**src/verilog/fifo_pkg.sv**
```systemverilog
package fifo_pkg;

   // two-bit occupancy state code.
   typedef enum logic [1:0] {
      EMPTY       = 2'b00,
      GOING_FULL  = 2'b01,
      FULL        = 2'b11,
      GOING_EMPTY = 2'b10
   } fifo_state_e;

   // one fifo entry.
   typedef logic [7:0] data_t;

   // read and write pointer at the default depth of four.
   typedef logic [1:0] ptr_t;

endpackage

```
**src/verilog/credit_pkg.sv**
```systemverilog
package credit_pkg;
   import fifo_pkg::*;

   // upstream push channel.
   typedef struct packed {
      logic  valid;
      data_t data;
   } push_req_t;

   // return channel toward the sender.
   typedef struct packed {
      logic credit;   // one-cycle credit return.
      logic overflow; // sticky, push seen with no credit out.
   } credit_rsp_t;

endpackage

```
**src/verilog/fifo_fsm_logic.sv**
```systemverilog
module fifo_fsm_logic import fifo_pkg::*; #(
   parameter int PTR_W = 2
) (
   input  fifo_state_e      state,
   input  logic [PTR_W-1:0] read_ptr,
   input  logic [PTR_W-1:0] write_ptr,
   input  logic             add_fifo,
   input  logic             pop_fifo,
   input  logic             curr_empty,
   input  logic             curr_full,
   output fifo_state_e      next_state,
   output logic             fifo_empty,
   output logic             fifo_full,
   output logic             read_ctr_en,
   output logic             write_ctr_en,
   output logic             read_ctr_rst,
   output logic             write_ctr_rst,
   output logic             err
);

   logic [PTR_W-1:0] read_ptr_nxt;
   logic [PTR_W-1:0] write_ptr_nxt;
   logic             ptr_meet;

   // counter enables.
   always_comb begin
      read_ctr_en  = 1'b0;
      write_ctr_en = 1'b0;
      case (state)
         EMPTY: begin
            write_ctr_en = add_fifo; // pop ignored.
         end
         FULL: begin
            read_ctr_en = pop_fifo; // push ignored.
         end
         GOING_FULL, GOING_EMPTY: begin
            read_ctr_en  = pop_fifo & ~curr_empty;
            write_ctr_en = add_fifo & ~curr_full;
         end
         default: begin
            read_ctr_en  = 1'b0;
            write_ctr_en = 1'b0;
         end
      endcase
   end

   // pointers after this cycle, equal means empty or full.
   assign read_ptr_nxt  = read_ptr + PTR_W'(read_ctr_en);
   assign write_ptr_nxt = write_ptr + PTR_W'(write_ctr_en);
   assign ptr_meet      = (read_ptr_nxt == write_ptr_nxt);

   always_comb begin
      next_state    = state;
      fifo_empty    = 1'b0;
      fifo_full     = 1'b0;
      read_ctr_rst  = 1'b0;
      write_ctr_rst = 1'b0;
      err           = 1'b0;
      case (state)
         EMPTY: begin
            fifo_empty = ~write_ctr_en;
            next_state = write_ctr_en ? GOING_FULL : EMPTY;
         end
         FULL: begin
            fifo_full  = ~read_ctr_en;
            next_state = read_ctr_en ? GOING_EMPTY : FULL;
         end
         GOING_FULL, GOING_EMPTY: begin
            fifo_full  = ptr_meet & write_ctr_en & ~read_ctr_en;
            fifo_empty = ptr_meet & read_ctr_en & ~write_ctr_en;
            if (fifo_full) begin
               next_state = FULL;
            end else if (fifo_empty) begin
               next_state = EMPTY;
            end else if (write_ctr_en & ~read_ctr_en) begin
               next_state = GOING_FULL;
            end else if (read_ctr_en & ~write_ctr_en) begin
               next_state = GOING_EMPTY;
            end
         end
         default: begin
            // bad code, clear both counters and restart empty.
            err           = 1'b1;
            read_ctr_rst  = 1'b1;
            write_ctr_rst = 1'b1;
            fifo_empty    = 1'b1;
            next_state    = EMPTY;
         end
      endcase
   end

endmodule

```
**src/verilog/fifo_ptr_ctr.sv**
```systemverilog
module fifo_ptr_ctr #(
   parameter int PTR_W = 2
) (
   input  logic             clk,
   input  logic             rst_n,
   input  logic             en,
   input  logic             clr,
   output logic [PTR_W-1:0] ptr
);

   // wraps at 2**PTR_W on its own.
   always_ff @(posedge clk or negedge rst_n) begin
      if (!rst_n) begin
         ptr <= '0;
      end else if (clr) begin
         ptr <= '0; // clear wins over en.
      end else if (en) begin
         ptr <= ptr + 1'b1;
      end
   end

endmodule

```
**src/verilog/fifo_storage.sv**
```systemverilog
module fifo_storage import fifo_pkg::*; #(
   parameter int PTR_W = 2
) (
   input  logic             clk,
   input  logic             rst_n,
   input  logic             wr_en,
   input  logic [PTR_W-1:0] wr_ptr,
   input  data_t            wr_data,
   input  logic [PTR_W-1:0] rd_ptr,
   output data_t            rd_data
);

   localparam int DEPTH = 1 << PTR_W;

   data_t mem [DEPTH];

   always_ff @(posedge clk or negedge rst_n) begin
      if (!rst_n) begin
         for (int i = 0; i < DEPTH; i++) begin
            mem[i] <= '0;
         end
      end else if (wr_en) begin
         mem[wr_ptr] <= wr_data;
      end
   end

   // head of queue, no read latency.
   assign rd_data = mem[rd_ptr];

endmodule

```
**src/verilog/fifo_ctrl.sv**
```systemverilog
module fifo_ctrl import fifo_pkg::*; #(
   parameter int PTR_W = 2
) (
   input  logic             clk,
   input  logic             rst_n,
   input  logic             add_fifo,
   input  logic             pop,
   output logic             pop_accept,
   output logic             wr_en,
   output logic [PTR_W-1:0] write_ptr,
   output logic [PTR_W-1:0] read_ptr,
   output logic             empty,
   output logic             full,
   output logic             err
);

   fifo_state_e state;
   fifo_state_e next_state;
   logic        curr_empty;
   logic        curr_full;
   logic        fifo_empty;
   logic        fifo_full;
   logic        read_ctr_en;
   logic        write_ctr_en;
   logic        read_ctr_rst;
   logic        write_ctr_rst;
   logic        err_now;

   fifo_fsm_logic #(.PTR_W(PTR_W)) u_fsm (
      .state         (state),
      .read_ptr      (read_ptr),
      .write_ptr     (write_ptr),
      .add_fifo      (add_fifo),
      .pop_fifo      (pop),
      .curr_empty    (curr_empty),
      .curr_full     (curr_full),
      .next_state    (next_state),
      .fifo_empty    (fifo_empty),
      .fifo_full     (fifo_full),
      .read_ctr_en   (read_ctr_en),
      .write_ctr_en  (write_ctr_en),
      .read_ctr_rst  (read_ctr_rst),
      .write_ctr_rst (write_ctr_rst),
      .err           (err_now)
   );

   fifo_ptr_ctr #(.PTR_W(PTR_W)) u_wr_ctr (
      .clk   (clk),
      .rst_n (rst_n),
      .en    (write_ctr_en),
      .clr   (write_ctr_rst),
      .ptr   (write_ptr)
   );

   fifo_ptr_ctr #(.PTR_W(PTR_W)) u_rd_ctr (
      .clk   (clk),
      .rst_n (rst_n),
      .en    (read_ctr_en),
      .clr   (read_ctr_rst),
      .ptr   (read_ptr)
   );

   always_ff @(posedge clk or negedge rst_n) begin
      if (!rst_n) begin
         state      <= EMPTY;
         curr_empty <= 1'b1;
         curr_full  <= 1'b0;
         err        <= 1'b0;
      end else begin
         state      <= next_state;
         curr_empty <= fifo_empty;
         curr_full  <= fifo_full;
         err        <= err | err_now; // held until reset.
      end
   end

   assign empty      = curr_empty;
   assign full       = curr_full;
   assign wr_en      = write_ctr_en;
   assign pop_accept = read_ctr_en;

endmodule

```
**src/verilog/credit_port.sv**
```systemverilog
module credit_port import fifo_pkg::*, credit_pkg::*; #(
   parameter int PTR_W = 2
) (
   input  logic        clk,
   input  logic        rst_n,
   input  push_req_t   push,
   input  logic        pop_accept,
   output logic        add_fifo,
   output credit_rsp_t credit_ret,
   output data_t       wr_data
);

   localparam int DEPTH = 1 << PTR_W;

   logic [PTR_W:0] credits; // credits held by the sender.
   logic           has_credit;
   logic           push_ok;

   assign has_credit = (credits != '0);
   assign push_ok    = push.valid & has_credit;

   // sender counts a returned credit at the edge ending the pulse.
   always_ff @(posedge clk or negedge rst_n) begin
      if (!rst_n) begin
         credits <= DEPTH[PTR_W:0];
      end else begin
         case ({push_ok, credit_ret.credit})
            2'b10:   credits <= credits - 1'b1;
            2'b01:   credits <= credits + 1'b1;
            default: credits <= credits;
         endcase
      end
   end

   always_ff @(posedge clk or negedge rst_n) begin
      if (!rst_n) begin
         credit_ret <= '0;
      end else begin
         credit_ret.credit <= pop_accept; // one per popped entry.
         if (push.valid && !has_credit) begin
            credit_ret.overflow <= 1'b1;
         end
      end
   end

   // pushes without a credit are dropped here.
   assign add_fifo = push_ok;
   assign wr_data  = push.data;

endmodule

```
**src/verilog/fifo_credit_top.sv**
```systemverilog
module fifo_credit_top import fifo_pkg::*, credit_pkg::*; #(
   parameter int PTR_W = $bits(ptr_t)
) (
   input  logic        clk,
   input  logic        rst_n,
   input  push_req_t   push,
   output credit_rsp_t credit_ret,
   input  logic        pop,
   output data_t       rd_data,
   output logic        empty,
   output logic        full,
   output logic        err
);

   logic             add_fifo;
   logic             pop_accept;
   logic             wr_en;
   logic [PTR_W-1:0] write_ptr;
   logic [PTR_W-1:0] read_ptr;
   data_t            wr_data;

   credit_port #(.PTR_W(PTR_W)) u_credit (
      .clk        (clk),
      .rst_n      (rst_n),
      .push       (push),
      .pop_accept (pop_accept),
      .add_fifo   (add_fifo),
      .credit_ret (credit_ret),
      .wr_data    (wr_data)
   );

   fifo_ctrl #(.PTR_W(PTR_W)) u_ctrl (
      .clk        (clk),
      .rst_n      (rst_n),
      .add_fifo   (add_fifo),
      .pop        (pop),
      .pop_accept (pop_accept),
      .wr_en      (wr_en),
      .write_ptr  (write_ptr),
      .read_ptr   (read_ptr),
      .empty      (empty),
      .full       (full),
      .err        (err)
   );

   fifo_storage #(.PTR_W(PTR_W)) u_mem (
      .clk     (clk),
      .rst_n   (rst_n),
      .wr_en   (wr_en),
      .wr_ptr  (write_ptr),
      .wr_data (wr_data),
      .rd_ptr  (read_ptr),
      .rd_data (rd_data)
   );

endmodule

```
**config.mk**
```make
export PLATFORM = sky130hd
export DESIGN_NAME = fifo_credit_top
export DESIGN_NICKNAME = d
export VERILOG_FILES = /design/src/verilog/fifo_pkg.sv /design/src/verilog/credit_pkg.sv /design/src/verilog/fifo_fsm_logic.sv /design/src/verilog/fifo_ptr_ctr.sv /design/src/verilog/fifo_storage.sv /design/src/verilog/fifo_ctrl.sv /design/src/verilog/credit_port.sv /design/src/verilog/fifo_credit_top.sv
export SDC_FILE = /design/constraint.sdc
export NUM_CORES = 1
export LEC_CHECK = 0
export BUFFER_PORTS_ARGS = -buffer_cell sky130_fd_sc_hd__buf_4
export CAP_MARGIN = 5
export CORE_MARGIN = 2
export CORE_UTILIZATION = 45
export CTS_CLUSTER_DIAMETER = 30
export DETAILED_ROUTE_END_ITERATION = 16
export GPL_TIMING_DRIVEN = 0
export HOLD_SLACK_MARGIN = 0.08
export PLACE_DENSITY = 0.73
export SLEW_MARGIN = 20
export SYNTH_ARGS = -nofsm -noshare
export SYNTH_HDL_FRONTEND = slang
export SYNTH_HIERARCHICAL = 1
export SYNTH_SLANG_ARGS = --single-unit
export TNS_END_PERCENT = 1
```
**constraint.sdc**
```tcl
create_clock -name clk -period 3.2 [get_ports clk]
set_input_delay 0.32 -clock clk [delete_from_list [all_inputs] [get_ports clk]]
set_output_delay 0.32 -clock clk [all_outputs]
set_load 0.01 [all_outputs]
```
* Word-level counts from Yosys, hierarchy flattened *
Index checks and enable logic that the tools add are counted.

word-level totals
  bits in registers = 45
  bits of input ports = 12
  output and inout port bits = 13
  word-level logic and storage cells = 68

operators by class
  add/sub/neg operators = 6
  magnitude comparators = 3
  equal/unequal tests = 7
  multiplexer cells = 18
  bitwise logic cells = 15
  reductions and logical operators = 7

operator list
  cell                 number
  $bwmux 32            1
  $mux 8               3
  $bmux 8 s2           1
  $demux 8 s2          1
  $and 1x1->1          9
  $mux 2               4
  $pmux 1 s2           4
  $eq 2x2->1 const B   3
  $ge 3x3->1 const B   2
  $not 2->3            2
  $pmux 2 s3           1
  $pmux 3 s2           1
  $ne 5x5->1 const B   1
  $add 2x1->2          2
  $add 2x1->2 const B  2
  $eq 2x1->1 const B   2
  $not 1->1            4
  $add 3x1->3 const B  1
  $lt 3x1->1 const B   1
  $reduce_bool 3->1    1
  $sub 3x1->3 const B  1
  $eq 2x2->1           1
  $logic_and 1x1->1    2
  $logic_not 2->1      1
  4 further kinds      5

* Longest topological paths before layout *
Gate-level depths: netlist (run 1).

  word-level depth = 11
  depth in mapped cells = 9
  mapped depth without buffers = 9

* Hierarchy *
The synthesis (run 1) kept the hierarchy.

modules (own cells, without submodules)
  module          instances  cells an instance  area an instance (um^2)  sequential area each (um^2)
  fifo_storage    1          78                 1401.3                   800.8
  fifo_fsm_logic  1          38                 332.8                    0.0
  credit_port     1          25                 291.5                    126.4
  fifo_ptr_ctr    2          7                  88.8                     50.0
  fifo_ctrl       1          6                  132.6                    126.4

* Worst setup path after synthesis (run 1) *
No wires, ideal clock.

  path type = reg-to-reg
  from = register u_ctrl.state[0]
  to = register u_ctrl.state[1]
  data arrival time = 2315 ps
  slack = 781 ps
  stages on the path, launching flop included = 10
  buffers on the path = 0
  cells stage by stage = dfrtp_1 -> inv_1 -> ha_1 -> and2b_4 -> o211a_1 -> ha_1 -> or2b_2 -> and2_1 -> and4b_4 -> o41ai_2

between the ends
  longest elaborated chain between the ends = 10
  elaborated cells on any way between the ends = 23

RTL lines
  item                                             RTL line               text
  start: declaration                               fifo_ctrl.sv:17        fifo_state_e state;
  start signal: assignment                         fifo_ctrl.sv:70        state <= next_state;
  $eq 2x1->1 / $eq 2x2->1 (equally long branches)  fifo_fsm_logic.sv:29   case (state)
  $reduce_or 2->1                                  fifo_fsm_logic.sv:29
  $pmux 1 s2 *                                     fifo_fsm_logic.sv:29
  net pop_accept                                   fifo_credit_top.sv:16  logic pop_accept;
  $add 2x1->2                                      fifo_fsm_logic.sv:48   assign read_ptr_nxt = read_ptr + PTR_W'(read_ctr_en);
  $eq 2x2->1                                       fifo_fsm_logic.sv:50   assign ptr_meet = (read_ptr_nxt == write_ptr_nxt);
  $and 1x1->1 (2 in series)                        fifo_fsm_logic.sv:70   fifo_empty = ptr_meet & read_ctr_en & ~write_ctr_en;
  $mux 2                                           fifo_fsm_logic.sv:73   end else if (fifo_empty) begin
  $mux 2 *                                         fifo_fsm_logic.sv:71   if (fifo_full) begin
  $pmux 2 s3 *                                     fifo_fsm_logic.sv:59   case (state)
  net u_ctrl.next_state[1]                         fifo_ctrl.sv:18        fifo_state_e next_state;

The timed path passes the listed nets; every way through them passes the cells marked *.
A chain may end at the register's enable or synchronous reset.

* Final worst setup path (run 1) *
Same ends and word-level chain as after synthesis.

==> report_table.html, run 1 <==
<table>
<tr><th>Metric</th><th>Value</th></tr>
<tr><th colspan="2">Outcome</th></tr>
<tr><td>Status</td><td>completed</td></tr>
<tr><th colspan="2">Place</th></tr>
<tr><td>Number of buffers added on ports</td><td>16</td></tr>
<tr><td>HPWL reported at the end of detailed placement</td><td>2930 um</td></tr>
<tr><td>Routability cong.</td><td>0.675</td></tr>
<tr><td>Placed inst area</td><td>0.00255 mm2</td></tr>
<tr><th colspan="2">Global route</th></tr>
<tr><td>Total overflow reported by the global router</td><td>0</td></tr>
<tr><td>Vias in the first global route</td><td>1,473</td></tr>
<tr><td>Global router's overall resource usage</td><td>15.6%</td></tr>
<tr><td>Initial antenna violation count</td><td>0</td></tr>
<tr><td>Wire length of the first global-routing pass</td><td>7100 um</td></tr>
<tr><td>Largest net degree at the start of global routing</td><td>47</td></tr>
<tr><th colspan="2">Power and ir drop</th></tr>
<tr><td>Clock network fraction of design power</td><td>18.6%</td></tr>
<tr><td>Overall power after layout</td><td>2.24 mW</td></tr>
<tr><td>Share of total power consumed by net switching</td><td>30.6%</td></tr>
<tr><td>Design internal power</td><td>1.56 mW</td></tr>
<tr><td>Power per cell area</td><td>840 mW/mm2</td></tr>
<tr><td>Peak ir drop on the vdd network</td><td>0.276 mV</td></tr>
<tr><td>Switching power total</td><td>0.686 mW</td></tr>
<tr><td>Power share of the combinational group</td><td>38.6%</td></tr>
<tr><td>Leakage Power</td><td>1.21 nW</td></tr>
<tr><td>Seq pwr share</td><td>42.8%</td></tr>
<tr><th colspan="2">Drt</th></tr>
<tr><td>Violation count after the first detailed-route iteration</td><td>64</td></tr>
<tr><td>Mean number of vias per cell</td><td>5.14</td></tr>
<tr><td>Final wirelength</td><td>3990 um</td></tr>
<tr><td>Count of antenna-violating nets left after detailed routing</td><td>0</td></tr>
<tr><td>Residual DRC count</td><td>0</td></tr>
<tr><td>Routed vias</td><td>1,325</td></tr>
<tr><td>Post-DR wirelength/cell</td><td>15.5 um</td></tr>
<tr><td>Number of search-and-repair iterations in the first detailed-routing pass</td><td>4</td></tr>
<tr><th colspan="2">STA</th></tr>
<tr><td>Actual transition at the worst max-transition pin</td><td>565 ps</td></tr>
<tr><td>Hold Vio Cnt, Final</td><td>0</td></tr>
<tr><td>Max transition margin</td><td>62.3%</td></tr>
<tr><td>Hold Slack</td><td>246 ps</td></tr>
<tr><td>Setup violation total in the final timing report</td><td>0</td></tr>
<tr><td>Shortest clock period the worst path allows after layout</td><td>2700 ps</td></tr>
<tr><td>Fmax</td><td>0.370 GHz</td></tr>
<tr><td>Max-slew violation total from the final report</td><td>0</td></tr>
<tr><td>Setup repair after global routing missed its margin</td><td>false</td></tr>
<tr><td>Part of the cycle the worst path needs</td><td>84.4%</td></tr>
<tr><td>Post-route setup TNS</td><td>0 ps</td></tr>
<tr><td>Layout Skew</td><td>9.65 ps</td></tr>
<tr><th colspan="2">Synthesis</th></tr>
<tr><td>Area of the mapped netlist</td><td>0.00234 mm2</td></tr>
<tr><td>Avg Synthesized Cell Area</td><td>14.5 um2</td></tr>
<tr><td>Commonest cells in the synthesized netlist</td><td>dfrtp_1 (44), mux2_2 (33), buf_4 (11), inv_1 (8), mux4_2 (8)</td></tr>
<tr><td>Commonest register cell after synthesis</td><td>dfrtp_1</td></tr>
<tr><td>Cell type with the highest aggregate area in the netlist</td><td>dfrtp_1</td></tr>
<tr><td>Portion of the post-synthesis area used by sequential elements</td><td>49.4%</td></tr>
<tr><td>Count leader, synth</td><td>dfrtp_1</td></tr>
<tr><td>Leading cell types by total area after synthesis</td><td>dfrtp_1 (47%), mux2_2 (16%), mux4_2 (7.7%), buf_4 (3.5%), ha_1 (2.7%)</td></tr>
<tr><td>Count of flip-flops with a built-in enable after synthesis</td><td>0</td></tr>
<tr><td>Share of the synthesized area in the top cell type</td><td>47.1%</td></tr>
<tr><td>Number of instances in the synthesized netlist</td><td>161</td></tr>
<tr><td>Count of state elements after synthesis</td><td>46</td></tr>
<tr><td>Async set-or-reset flop fraction in the synthesized netlist</td><td>100%</td></tr>
<tr><td>Yosys Warn Count</td><td>6</td></tr>
<tr><td>Netlist cell types</td><td>43</td></tr>
<tr><th colspan="2">Floorplanning</th></tr>
<tr><td>Initial Utilization</td><td>46.3%</td></tr>
<tr><td>Total core area</td><td>0.00504 mm2</td></tr>
<tr><td>Number of rows in the core area</td><td>26</td></tr>
<tr><td>Top-level port count</td><td>25</td></tr>
<tr><td>Horizontal die dimension</td><td>76.1 um</td></tr>
<tr><td>DIE AREA</td><td>0.00578 mm2</td></tr>
<tr><td>Vertical die dimension</td><td>76.1 um</td></tr>
<tr><th colspan="2">Critical path</th></tr>
<tr><td>Kind of launch point of the worst setup path</td><td>flop</td></tr>
<tr><td>Setup CP Type</td><td>reg2reg</td></tr>
<tr><td>Category of the worst setup path capture point</td><td>flop</td></tr>
<tr><td>Required time reported for the critical path endpoint</td><td>3370 ps</td></tr>
<tr><td>Highest net fanout along the worst path</td><td>6</td></tr>
<tr><td>CP Data Arrival Time</td><td>2870 ps</td></tr>
<tr><th colspan="2">Finish</th></tr>
<tr><td>Area Overhead vs Synth</td><td>14.4%</td></tr>
<tr><td>N_diodes</td><td>0</td></tr>
<tr><td>Final non-filler cell area</td><td>0.00267 mm2</td></tr>
<tr><td>Number of fill cells in the layout</td><td>433</td></tr>
<tr><td>Share of layout cells above drive strength 1</td><td>51.1%</td></tr>
<tr><td>Final Net Count</td><td>205</td></tr>
<tr><td>Final standard cell utilization of the core</td><td>53.0%</td></tr>
<tr><th colspan="2">Run</th></tr>
<tr><td>Number of violations of the max-capacitance limit</td><td>0</td></tr>
<tr><th colspan="2">Clocking</th></tr>
<tr><td>Hold bufs inserted after CTS</td><td>1</td></tr>
<tr><td>Post-CTS Setup Bufs</td><td>0</td></tr>
<tr><td>Root buffer cell</td><td>clkbuf_8</td></tr>
<tr><td>Resized cells post-CTS</td><td>0</td></tr>
<tr><td>Clock tree from TritonCTS</td><td>built</td></tr>
<tr><td>Clock Sinks</td><td>46</td></tr>
<tr><td>Max Root-Sink Buffers</td><td>2</td></tr>
<tr><td>Number of H-tree levels</td><td>2</td></tr>
<tr><td>Clock slew seen by the registers of the worst setup and hold paths</td><td>80 ps</td></tr>
<tr><td>Insertion delay to the later sink of the worst-skew pair</td><td>290 ps</td></tr>
<tr><td>Clock buffer count from CTS</td><td>5</td></tr>
<tr><th colspan="2">Min path</th></tr>
<tr><td>Min-delay worst type</td><td>in2reg</td></tr>
</table>
[metrics by stage]
| step | instances | setup WS [ps] |
|---|---|---|
| after floorplan | 163 | 781 |
| after global placement | 249 | 667 |
| after detailed placement | 249 | 534 |
| after CTS | 258 | 510 |
| after global routing | 258 | 393 |
| final | 258 | 500 |
[cells by family (layout without fill, tap and decap cells)]
kind of cell / after synthesis / count (layout) / synth area share [%]
DFF: 46 / 46 / 49.4
AOI/OAI and AO/OA: 13 / 13 / 5.84
muxes: 42 / 42 / 24.0
xor gates and xnor gates: 6 / 6 / 2.84
other: 1 / 3 / 0.161
and+or+nand+nor: 24 / 24 / 8.03
adders and majority gates: 8 / 8 / 4.50
buffers and inverters: 21 / 46 / 5.20
[power groups by stage]
stage          Clock, mW  Combinational, mW  Sequential (mW)
5_1_grt            0.460              0.952            0.994
6_report           0.417              0.866            0.961
3_3_place_gp           0              0.825            0.943
4_1_cts            0.430              0.878            0.962
2_1_floorplan          0              0.636            0.935
3_5_place_dp           0              0.873            0.976
[critical path, cell delays in order (launching register included)]
cell and delay [ps]:
dfrtp_1 420, inv_1 60, ha_1 350, and2b_4 200, o211a_1 290, ha_1 320, or2b_2 300, and2_1 140
and4b_4 200, o41ai_2 310
[state kept, by name, indices dropped and copies added, names as in the netlist]
register,count
u_ctrl/state,2
u_ctrl/full,1
u_ctrl/err,1
u_credit/credits,3
u_credit/credit_ret,2
u_ctrl/u_rd_ctr/ptr,2
u_mem/mem,32
u_ctrl/empty,1
u_ctrl/u_wr_ctr/ptr,2
[worst paths after layout]
| path | slack, ps | to | cells after the start | from |
|---|---|---|---|---|
| setup / recovery | 500 | u_ctrl/state[1] | 9 | u_ctrl/state[0] |
| hold / removal | 250 | u_credit/credit_ret[0] | 2 | push[8] |
| setup reg to reg | 500 | u_ctrl/state[1] | 9 | u_ctrl/state[0] |
| hold reg to reg | 460 | u_credit/credit_ret[0] | 1 | u_credit/credit_ret[0] |
| max in group asynchronous | 2250 | u_credit/credits[2] | 2 | rst_n |
| min in group asynchronous | 560 | u_mem/mem[9] | 2 | rst_n |
[final cells by class]
cell class	count	area, um2	area share [%]
well taps	70	87.6	3.28
flip-flops and latches	46	1150	43.2
repair buffers	17	130	4.87
clock inverters	2	37.5	1.41
plain buffers	13	91.3	3.42
inverters	8	30.0	1.12
multi-input cells	96	1070	40.0
clock buffers	6	72.6	2.72
[metal layers]
metal | vias to the layer above | GRT usage [%] | routed length (um) | share of wire [%]
li1 | 619 | - | - | -
met1 | 671 | 18.6 | 1670 | 42
met4 | 0 | 6.18 | 53 | 1.3
met3 | 6 | 4.15 | 125 | 3.1
met2 | 29 | 27.0 | 2140 | 54
met5 | - | 0 | 0 | 0
[cells in the final DEF (no fill, tap or decap), types with 2 or more instances in the layout]
master    Yosys  layout
mux2_2       33      33
maj3_2        2       2
a21oi_2       2       2
nor3_1        2       2
conb_1        1       3
nor2_1        5       5
nand2b_1      2       2
mux4_2        8       8
clkbuf_8      0       5
ha_1          5       5
a21bo_1       2       2
nand3b_1      2       2
xor2_1        2       2
buf_4        11      27
dfrtp_1      44      44
inv_1         8       8
xnor2_1       3       3
nand3b_2      2       2
dfstp_2       2       2
No activity file was read; power rests on OpenSTA's default activity.
==> run 2: changes to the inputs <==
Clock period 3.2 ns to 2.5 ns, I/O delays scaled along.
==> run 2 against run 1 <==
Effect of this change: flip-flop and latch count stayed put; worst hold slack worse by 70 ps; final cell count is 1.2% higher; first-iteration DRC count is 4.7% lower.
==> report_table.html, run 2 (synthesized netlist as in run 1, its figures left out) <==
<table>
<tr><th>Metric</th><th>Value</th></tr>
<tr><th colspan="2">STA</th></tr>
<tr><td>Part of the cycle the worst path needs</td><td>97.4%</td></tr>
<tr><td>Setup violation total in the final timing report</td><td>0</td></tr>
<tr><td>Hold Vio Cnt, Final</td><td>0</td></tr>
<tr><td>Max transition margin</td><td>62.4%</td></tr>
<tr><td>Hold Slack</td><td>176 ps</td></tr>
<tr><td>Shortest clock period the worst path allows after layout</td><td>2440 ps</td></tr>
<tr><td>Actual transition at the worst max-transition pin</td><td>564 ps</td></tr>
<tr><td>Fmax</td><td>0.411 GHz</td></tr>
<tr><td>Layout Skew</td><td>8.77 ps</td></tr>
<tr><td>Max-slew violation total from the final report</td><td>0</td></tr>
<tr><td>Post-route setup TNS</td><td>0 ps</td></tr>
<tr><td>Setup repair after global routing missed its margin</td><td>true</td></tr>
<tr><th colspan="2">Drt</th></tr>
<tr><td>Violation count after the first detailed-route iteration</td><td>61</td></tr>
<tr><td>Final wirelength</td><td>4120 um</td></tr>
<tr><td>Count of antenna-violating nets left after detailed routing</td><td>0</td></tr>
<tr><td>Post-DR wirelength/cell</td><td>15.8 um</td></tr>
<tr><td>Residual DRC count</td><td>0</td></tr>
<tr><td>Routed vias</td><td>1,357</td></tr>
<tr><td>Number of search-and-repair iterations in the first detailed-routing pass</td><td>4</td></tr>
<tr><td>Mean number of vias per cell</td><td>5.20</td></tr>
<tr><th colspan="2">Critical path</th></tr>
<tr><td>Worst-path cell chain</td><td>inv_2 &gt; ha_4 &gt; and2b_4 &gt; o211a_4 &gt; ha_4 &gt; or2b_2 &gt; and2_1 &gt; and4b_4 &gt; o41ai_4</td></tr>
<tr><td>CP max-delay cell</td><td>dfrtp_1</td></tr>
<tr><td>Most frequent CP cell</td><td>ha_4</td></tr>
<tr><td>CP Data Arrival Time</td><td>2620 ps</td></tr>
<tr><td>Required time reported for the critical path endpoint</td><td>2680 ps</td></tr>
<tr><td>Critical Path Max Stage Delay</td><td>400 ps</td></tr>
<tr><td>Buffers &amp; Inverters on Critical Path</td><td>1</td></tr>
<tr><td>Kind of launch point of the worst setup path</td><td>flop</td></tr>
<tr><td>Highest net fanout along the worst path</td><td>6</td></tr>
<tr><td>Category of the worst setup path capture point</td><td>flop</td></tr>
<tr><td>Setup CP Type</td><td>reg2reg</td></tr>
<tr><td>Category of cells accounting for the largest share of critical-path delay</td><td>simple AND/OR/NAND/NOR gates</td></tr>
<tr><th colspan="2">Finish</th></tr>
<tr><td>Share of layout cells above drive strength 1</td><td>54.5%</td></tr>
<tr><td>Number of fill cells in the layout</td><td>418</td></tr>
<tr><td>Registers with the most flip-flops</td><td>u_mem/mem x32, u_credit/credits x3</td></tr>
<tr><td>Top library cells by usage in the layout, fill and taps aside</td><td>dfrtp_1 (44), mux2_2 (33), buf_4 (29)</td></tr>
<tr><td>Final Net Count</td><td>208</td></tr>
<tr><td>Max reg flops</td><td>32</td></tr>
<tr><td>N_diodes</td><td>0</td></tr>
<tr><td>Area Overhead vs Synth</td><td>17.7%</td></tr>
<tr><td>Register with the most flip-flops</td><td>u_mem/mem</td></tr>
<tr><td>Most common cell after layout, fill and taps aside</td><td>dfrtp_1</td></tr>
<tr><th colspan="2">Global route</th></tr>
<tr><td>Total overflow reported by the global router</td><td>0</td></tr>
<tr><td>Initial antenna violation count</td><td>0</td></tr>
<tr><td>Largest net degree at the start of global routing</td><td>47</td></tr>
<tr><td>Vias in the first global route</td><td>1,501</td></tr>
<tr><td>Wire length of the first global-routing pass</td><td>7220 um</td></tr>
<tr><td>Global router's overall resource usage</td><td>15.9%</td></tr>
<tr><th colspan="2">Power and ir drop</th></tr>
<tr><td>Power per cell area</td><td>1080 mW/mm2</td></tr>
<tr><td>Leakage Power</td><td>1.23 nW</td></tr>
<tr><td>Peak ir drop on the vdd network</td><td>0.356 mV</td></tr>
<tr><td>Overall power after layout</td><td>2.98 mW</td></tr>
<tr><th colspan="2">Floorplanning</th></tr>
<tr><td>DIE AREA</td><td>0.00578 mm2</td></tr>
<tr><td>Top-level port count</td><td>25</td></tr>
<tr><td>Initial Utilization</td><td>46.3%</td></tr>
<tr><td>Total core area</td><td>0.00504 mm2</td></tr>
<tr><td>Number of rows in the core area</td><td>26</td></tr>
<tr><td>Horizontal die dimension</td><td>76.1 um</td></tr>
<tr><td>Vertical die dimension</td><td>76.1 um</td></tr>
<tr><th colspan="2">Clocking</th></tr>
<tr><td>Clock buffer count from CTS</td><td>5</td></tr>
<tr><td>Number of H-tree levels</td><td>2</td></tr>
<tr><td>Clock Sinks</td><td>46</td></tr>
<tr><td>Clock tree from TritonCTS</td><td>built</td></tr>
<tr><td>Insertion delay to the later sink of the worst-skew pair</td><td>290 ps</td></tr>
<tr><td>Clock slew seen by the registers of the worst setup and hold paths</td><td>70 ps</td></tr>
<tr><td>Max Root-Sink Buffers</td><td>2</td></tr>
<tr><td>Root buffer cell</td><td>clkbuf_8</td></tr>
<tr><th colspan="2">Place</th></tr>
<tr><td>Number of buffers added on ports</td><td>16</td></tr>
<tr><td>Routability cong.</td><td>0.675</td></tr>
<tr><td>HPWL reported at the end of detailed placement</td><td>2930 um</td></tr>
<tr><th colspan="2">Min path</th></tr>
<tr><td>Min-delay worst type</td><td>in2reg</td></tr>
<tr><th colspan="2">Outcome</th></tr>
<tr><td>Status</td><td>completed</td></tr>
<tr><th colspan="2">Run</th></tr>
<tr><td>Number of violations of the max-capacitance limit</td><td>0</td></tr>
</table>
==> run 2: path summary, 6_finish.rpt <==
path / start / depth (start not counted) / slack [ps] / end
max: u_ctrl/state[1] / 9 / 60 / u_ctrl/state[1]
min: push[8] / 2 / 180 / u_credit/credit_ret[0]
max reg2reg: u_ctrl/state[1] / 9 / 60 / u_ctrl/state[1]
min reg2reg: u_credit/credit_ret[0] / 1 / 460 / u_credit/credit_ret[0]
max in group asynchronous: rst_n / 2 / 1620 / u_credit/credits[2]
min in group asynchronous: rst_n / 2 / 490 / u_mem/mem[9]
==> run 2: worst reg2reg max path: stages, from the launching register on <==
cell     delay (ps)
dfrtp_1         400
inv_2            90
ha_4            210
and2b_4         180
o211a_4         260
ha_4            270
or2b_2          290
and2_1          140
and4b_4         210
o41ai_4         290
==> run 2: metrics by stage <==
step	std cells	util, %	area [um2]	worst slack (ps)
floorplan	163	-	2340	81.3
global placement	249	50.6	2550	-32.9
detailed placement	249	50.6	2550	-166
CTS	260	53.7	2710	0.520
global route	261	54.5	2750	-16.9
finish	261	54.5	2750	64.3
==> run 2: cell type report <==
type                            instances  area, um2  share of cell area, %
Clock inverter                          2       37.5                   1.36
Buffer                                 13       91.3                   3.32
Clock buffer                            6       72.6                   2.64
Timing Repair Buffer                   20        165                   6.01
Sequential cell                        46       1150                   41.9
Inverter                                8       30.0                   1.09
Tap cell                               70       87.6                   3.18
Multi-Input combinational cell         96       1110                   40.4
==> run 2: where the power goes <==
group / internal [mW] / total (mW) / leakage (nW) / switching, mW
Combinational: 0.724 / 1.21 / 0.609 / 0.489
Clock: 0.298 / 0.533 / 0.0514 / 0.235
Sequential: 1.04 / 1.23 / 0.574 / 0.190
==> run 2: repair_timing <==
action | 4_1_cts | 5_1_grt
setup endpoints to repair | 2 | 9
cloned | 0 | 0
buffers inserted | 2 | 1
pin swaps | 0 | 0
hold buffers | 1 | 0
endpoints found under the hold margin | 44 | 0
resized for setup | 2 | 4
==> run 2: routing by layer <==
layer	global-route usage, %	wire length, um
met3	4.15	132
met5	0	0
met4	6.18	42
met2	27.5	2220
met1	19.0	1720
==> run 3: changes to the inputs <==
Settings changed: CTS_BUF_LIST set to sky130_fd_sc_hd__clkbuf_2 sky130_fd_sc_hd__clkbuf_4 sky130_fd_sc_hd__clkbuf_8, PLACE_DENSITY 0.73 to 0.64.
==> run 3 against run 2 <==
Effect of this change: final cell count down 0.38%; register-to-register slack better by 50 ps; clock power up 4.7%; clock-buffer cell count up 1; sequential share of layout area up 0.42 points; worst setup slack better by 55 ps; sequential power about the same; global-route usage up 0.13 points; die area unchanged; largest cell class unchanged; highest routed layer unchanged.
==> report_table.html, run 3 (synthesized netlist as in run 1, its figures left out) <==
<table>
<tr><th>Metric</th><th>Value</th></tr>
<tr><th colspan="2">STA</th></tr>
<tr><td>Setup violation total in the final timing report</td><td>0</td></tr>
<tr><td>Shortest clock period the worst path allows after layout</td><td>2380 ps</td></tr>
<tr><td>Fmax</td><td>0.420 GHz</td></tr>
<tr><td>Max transition margin</td><td>61.3%</td></tr>
<tr><td>Part of the cycle the worst path needs</td><td>95.2%</td></tr>
<tr><td>Hold Vio Cnt, Final</td><td>0</td></tr>
<tr><td>Setup slack of the critical path after layout</td><td>119 ps</td></tr>
<tr><td>Layout Skew</td><td>2.92 ps</td></tr>
<tr><td>Actual transition at the worst max-transition pin</td><td>580 ps</td></tr>
<tr><td>Max-slew violation total from the final report</td><td>0</td></tr>
<tr><td>Setup repair after global routing missed its margin</td><td>false</td></tr>
<tr><th colspan="2">Floorplanning</th></tr>
<tr><td>Top-level port count</td><td>25</td></tr>
<tr><td>Initial Utilization</td><td>46.3%</td></tr>
<tr><td>Horizontal die dimension</td><td>76.1 um</td></tr>
<tr><td>Number of rows in the core area</td><td>26</td></tr>
<tr><td>DIE AREA</td><td>0.00578 mm2</td></tr>
<tr><td>Total core area</td><td>0.00504 mm2</td></tr>
<tr><td>Vertical die dimension</td><td>76.1 um</td></tr>
<tr><th colspan="2">Clocking</th></tr>
<tr><td>Clock Sinks</td><td>46</td></tr>
<tr><td>Root buffer cell</td><td>clkbuf_8</td></tr>
<tr><td>Insertion delay to the later sink of the worst-skew pair</td><td>290 ps</td></tr>
<tr><td>Clock buffer count from CTS</td><td>5</td></tr>
<tr><td>Number of H-tree levels</td><td>2</td></tr>
<tr><td>Clock tree from TritonCTS</td><td>built</td></tr>
<tr><td>Max Root-Sink Buffers</td><td>2</td></tr>
<tr><td>Clock slew seen by the registers of the worst setup and hold paths</td><td>80 ps</td></tr>
<tr><th colspan="2">Critical path</th></tr>
<tr><td>Worst-path cell chain</td><td>inv_2 &gt; ha_4 &gt; and2b_4 &gt; o211a_4 &gt; ha_1 &gt; or2b_2 &gt; and2_1 &gt; and4b_4 &gt; a31o_2</td></tr>
<tr><td>Highest net fanout along the worst path</td><td>6</td></tr>
<tr><td>Category of cells accounting for the largest share of critical-path delay</td><td>simple AND/OR/NAND/NOR gates</td></tr>
<tr><td>Critical Path Max Stage Delay</td><td>410 ps</td></tr>
<tr><td>Required time reported for the critical path endpoint</td><td>2730 ps</td></tr>
<tr><td>Buffers &amp; Inverters on Critical Path</td><td>1</td></tr>
<tr><td>Setup CP Type</td><td>reg2reg</td></tr>
<tr><td>CP Data Arrival Time</td><td>2610 ps</td></tr>
<tr><td>Category of the worst setup path capture point</td><td>flop</td></tr>
<tr><td>CP max-delay cell</td><td>dfrtp_1</td></tr>
<tr><td>Kind of launch point of the worst setup path</td><td>flop</td></tr>
<tr><th colspan="2">Finish</th></tr>
<tr><td>Area Overhead vs Synth</td><td>16.6%</td></tr>
<tr><td>Final Net Count</td><td>207</td></tr>
<tr><td>Registers with the most flip-flops</td><td>u_mem/mem x32, u_credit/credits x3</td></tr>
<tr><td>N_diodes</td><td>0</td></tr>
<tr><td>Most common cell after layout, fill and taps aside</td><td>dfrtp_1</td></tr>
<tr><td>Top library cells by usage in the layout, fill and taps aside</td><td>dfrtp_1 (44), mux2_2 (33), buf_4 (28)</td></tr>
<tr><td>Share of layout cells above drive strength 1</td><td>54.2%</td></tr>
<tr><td>Max reg flops</td><td>32</td></tr>
<tr><td>Register with the most flip-flops</td><td>u_mem/mem</td></tr>
<tr><td>Final standard cell utilization of the core</td><td>54.0%</td></tr>
<tr><td>Non-filler instance count after layout</td><td>260</td></tr>
<tr><th colspan="2">Outcome</th></tr>
<tr><td>Status</td><td>completed</td></tr>
<tr><th colspan="2">Place</th></tr>
<tr><td>Routability cong.</td><td>0.826</td></tr>
<tr><td>HPWL reported at the end of detailed placement</td><td>2930 um</td></tr>
<tr><td>Number of placed instances, taps included</td><td>249</td></tr>
<tr><td>Pre-CTS WS</td><td>-118 ps</td></tr>
<tr><td>Number of buffers added on ports</td><td>16</td></tr>
<tr><th colspan="2">Drt</th></tr>
<tr><td>Violation count after the first detailed-route iteration</td><td>65</td></tr>
<tr><td>Number of search-and-repair iterations in the first detailed-routing pass</td><td>4</td></tr>
<tr><td>Post-DR wirelength/cell</td><td>16.1 um</td></tr>
<tr><td>Routed vias</td><td>1,360</td></tr>
<tr><td>Residual DRC count</td><td>0</td></tr>
<tr><td>Count of antenna-violating nets left after detailed routing</td><td>0</td></tr>
<tr><td>Final wirelength</td><td>4180 um</td></tr>
<tr><td>Mean number of vias per cell</td><td>5.23</td></tr>
<tr><th colspan="2">Run</th></tr>
<tr><td>Number of violations of the max-capacitance limit</td><td>0</td></tr>
<tr><th colspan="2">Global route</th></tr>
<tr><td>Global router's overall resource usage</td><td>16.0%</td></tr>
<tr><td>Wire length of the first global-routing pass</td><td>7310 um</td></tr>
<tr><td>Initial antenna violation count</td><td>0</td></tr>
<tr><td>Vias in the first global route</td><td>1,458</td></tr>
<tr><td>Largest net degree at the start of global routing</td><td>47</td></tr>
<tr><td>Total overflow reported by the global router</td><td>0</td></tr>
<tr><th colspan="2">Power and ir drop</th></tr>
<tr><td>Leakage Power</td><td>1.23 nW</td></tr>
<tr><td>Peak ir drop on the vdd network</td><td>0.504 mV</td></tr>
<tr><td>Power per cell area</td><td>1090 mW/mm2</td></tr>
<tr><th colspan="2">Min path</th></tr>
<tr><td>Min-delay worst type</td><td>in2reg</td></tr>
</table>
## run 3: cell types whose count changed in the layout (fill, tap and decap cells not counted), sizes merged
cell | before | now
buf | 32 | 31
clkbuf | 6 | 7
clkinvlp | 1 | 0
## run 3: worst paths after layout
path,startpoint,depth (start not counted),slack [ps],end
max in group asynchronous,rst_n,2,1610,u_mem/mem[3]
min,push[8],2,170,u_credit/credit_ret[0]
min in group asynchronous,rst_n,2,500,u_credit/credits[0]
min reg2reg,u_credit/credit_ret[0],1,460,u_credit/credit_ret[0]
max reg2reg,u_ctrl/state[1],9,120,u_ctrl/empty
max,u_ctrl/state[1],9,120,u_ctrl/empty
## run 3: layout make-up
class / count / area, um2
Buffer: 13 / 91.3
Clock buffer: 7 / 83.8
Clock inverter: 1 / 30.0
Fill cell: 422 / 2320
Inverter: 8 / 30.0
Multi-Input combinational cell: 96 / 1090
Sequential cell: 46 / 1150
Tap cell: 70 / 87.6
Timing Repair Buffer: 19 / 158
## run 3: through the flow
step / power [mW] / area [um2] / setup TNS [ps] / hold slack (ps)
2_1_floorplan: 2.01 / 2340 / 0 / -45.6
3_3_place_gp: 2.28 / 2550 / -92.6 / 273
3_5_place_dp: 2.36 / 2550 / -192 / 298
4_1_cts: 2.97 / 2700 / 0 / 161
5_1_grt: 3.17 / 2720 / 0 / 172
6_report: 2.97 / 2720 / 0 / 167
## run 3: where the power goes
part | switching (mW) | total, mW | internal (mW)
clock | 0.237 | 0.558 | 0.321
combinational | 0.471 | 1.19 | 0.716
sequential | 0.189 | 1.23 | 1.04
total | 0.897 | 2.97 | 2.08
## run 3: per-layer routing
metal,GRT usage (%),share of wire (%)
met5,0,0
met4,5.45,1.3
met3,3.44,3.5
met2,26.0,50
met1,21.6,45
## run 3: what timing repair did
item | 4_1_cts | 5_1_grt
endpoints found under the setup margin | 3 | 9
hold endpoints to repair | 44 | 0
resized for setup | 2 | 2
setup buffers | 1 | 1
hold buffers | 1 | 0
pin swaps | 0 | 1
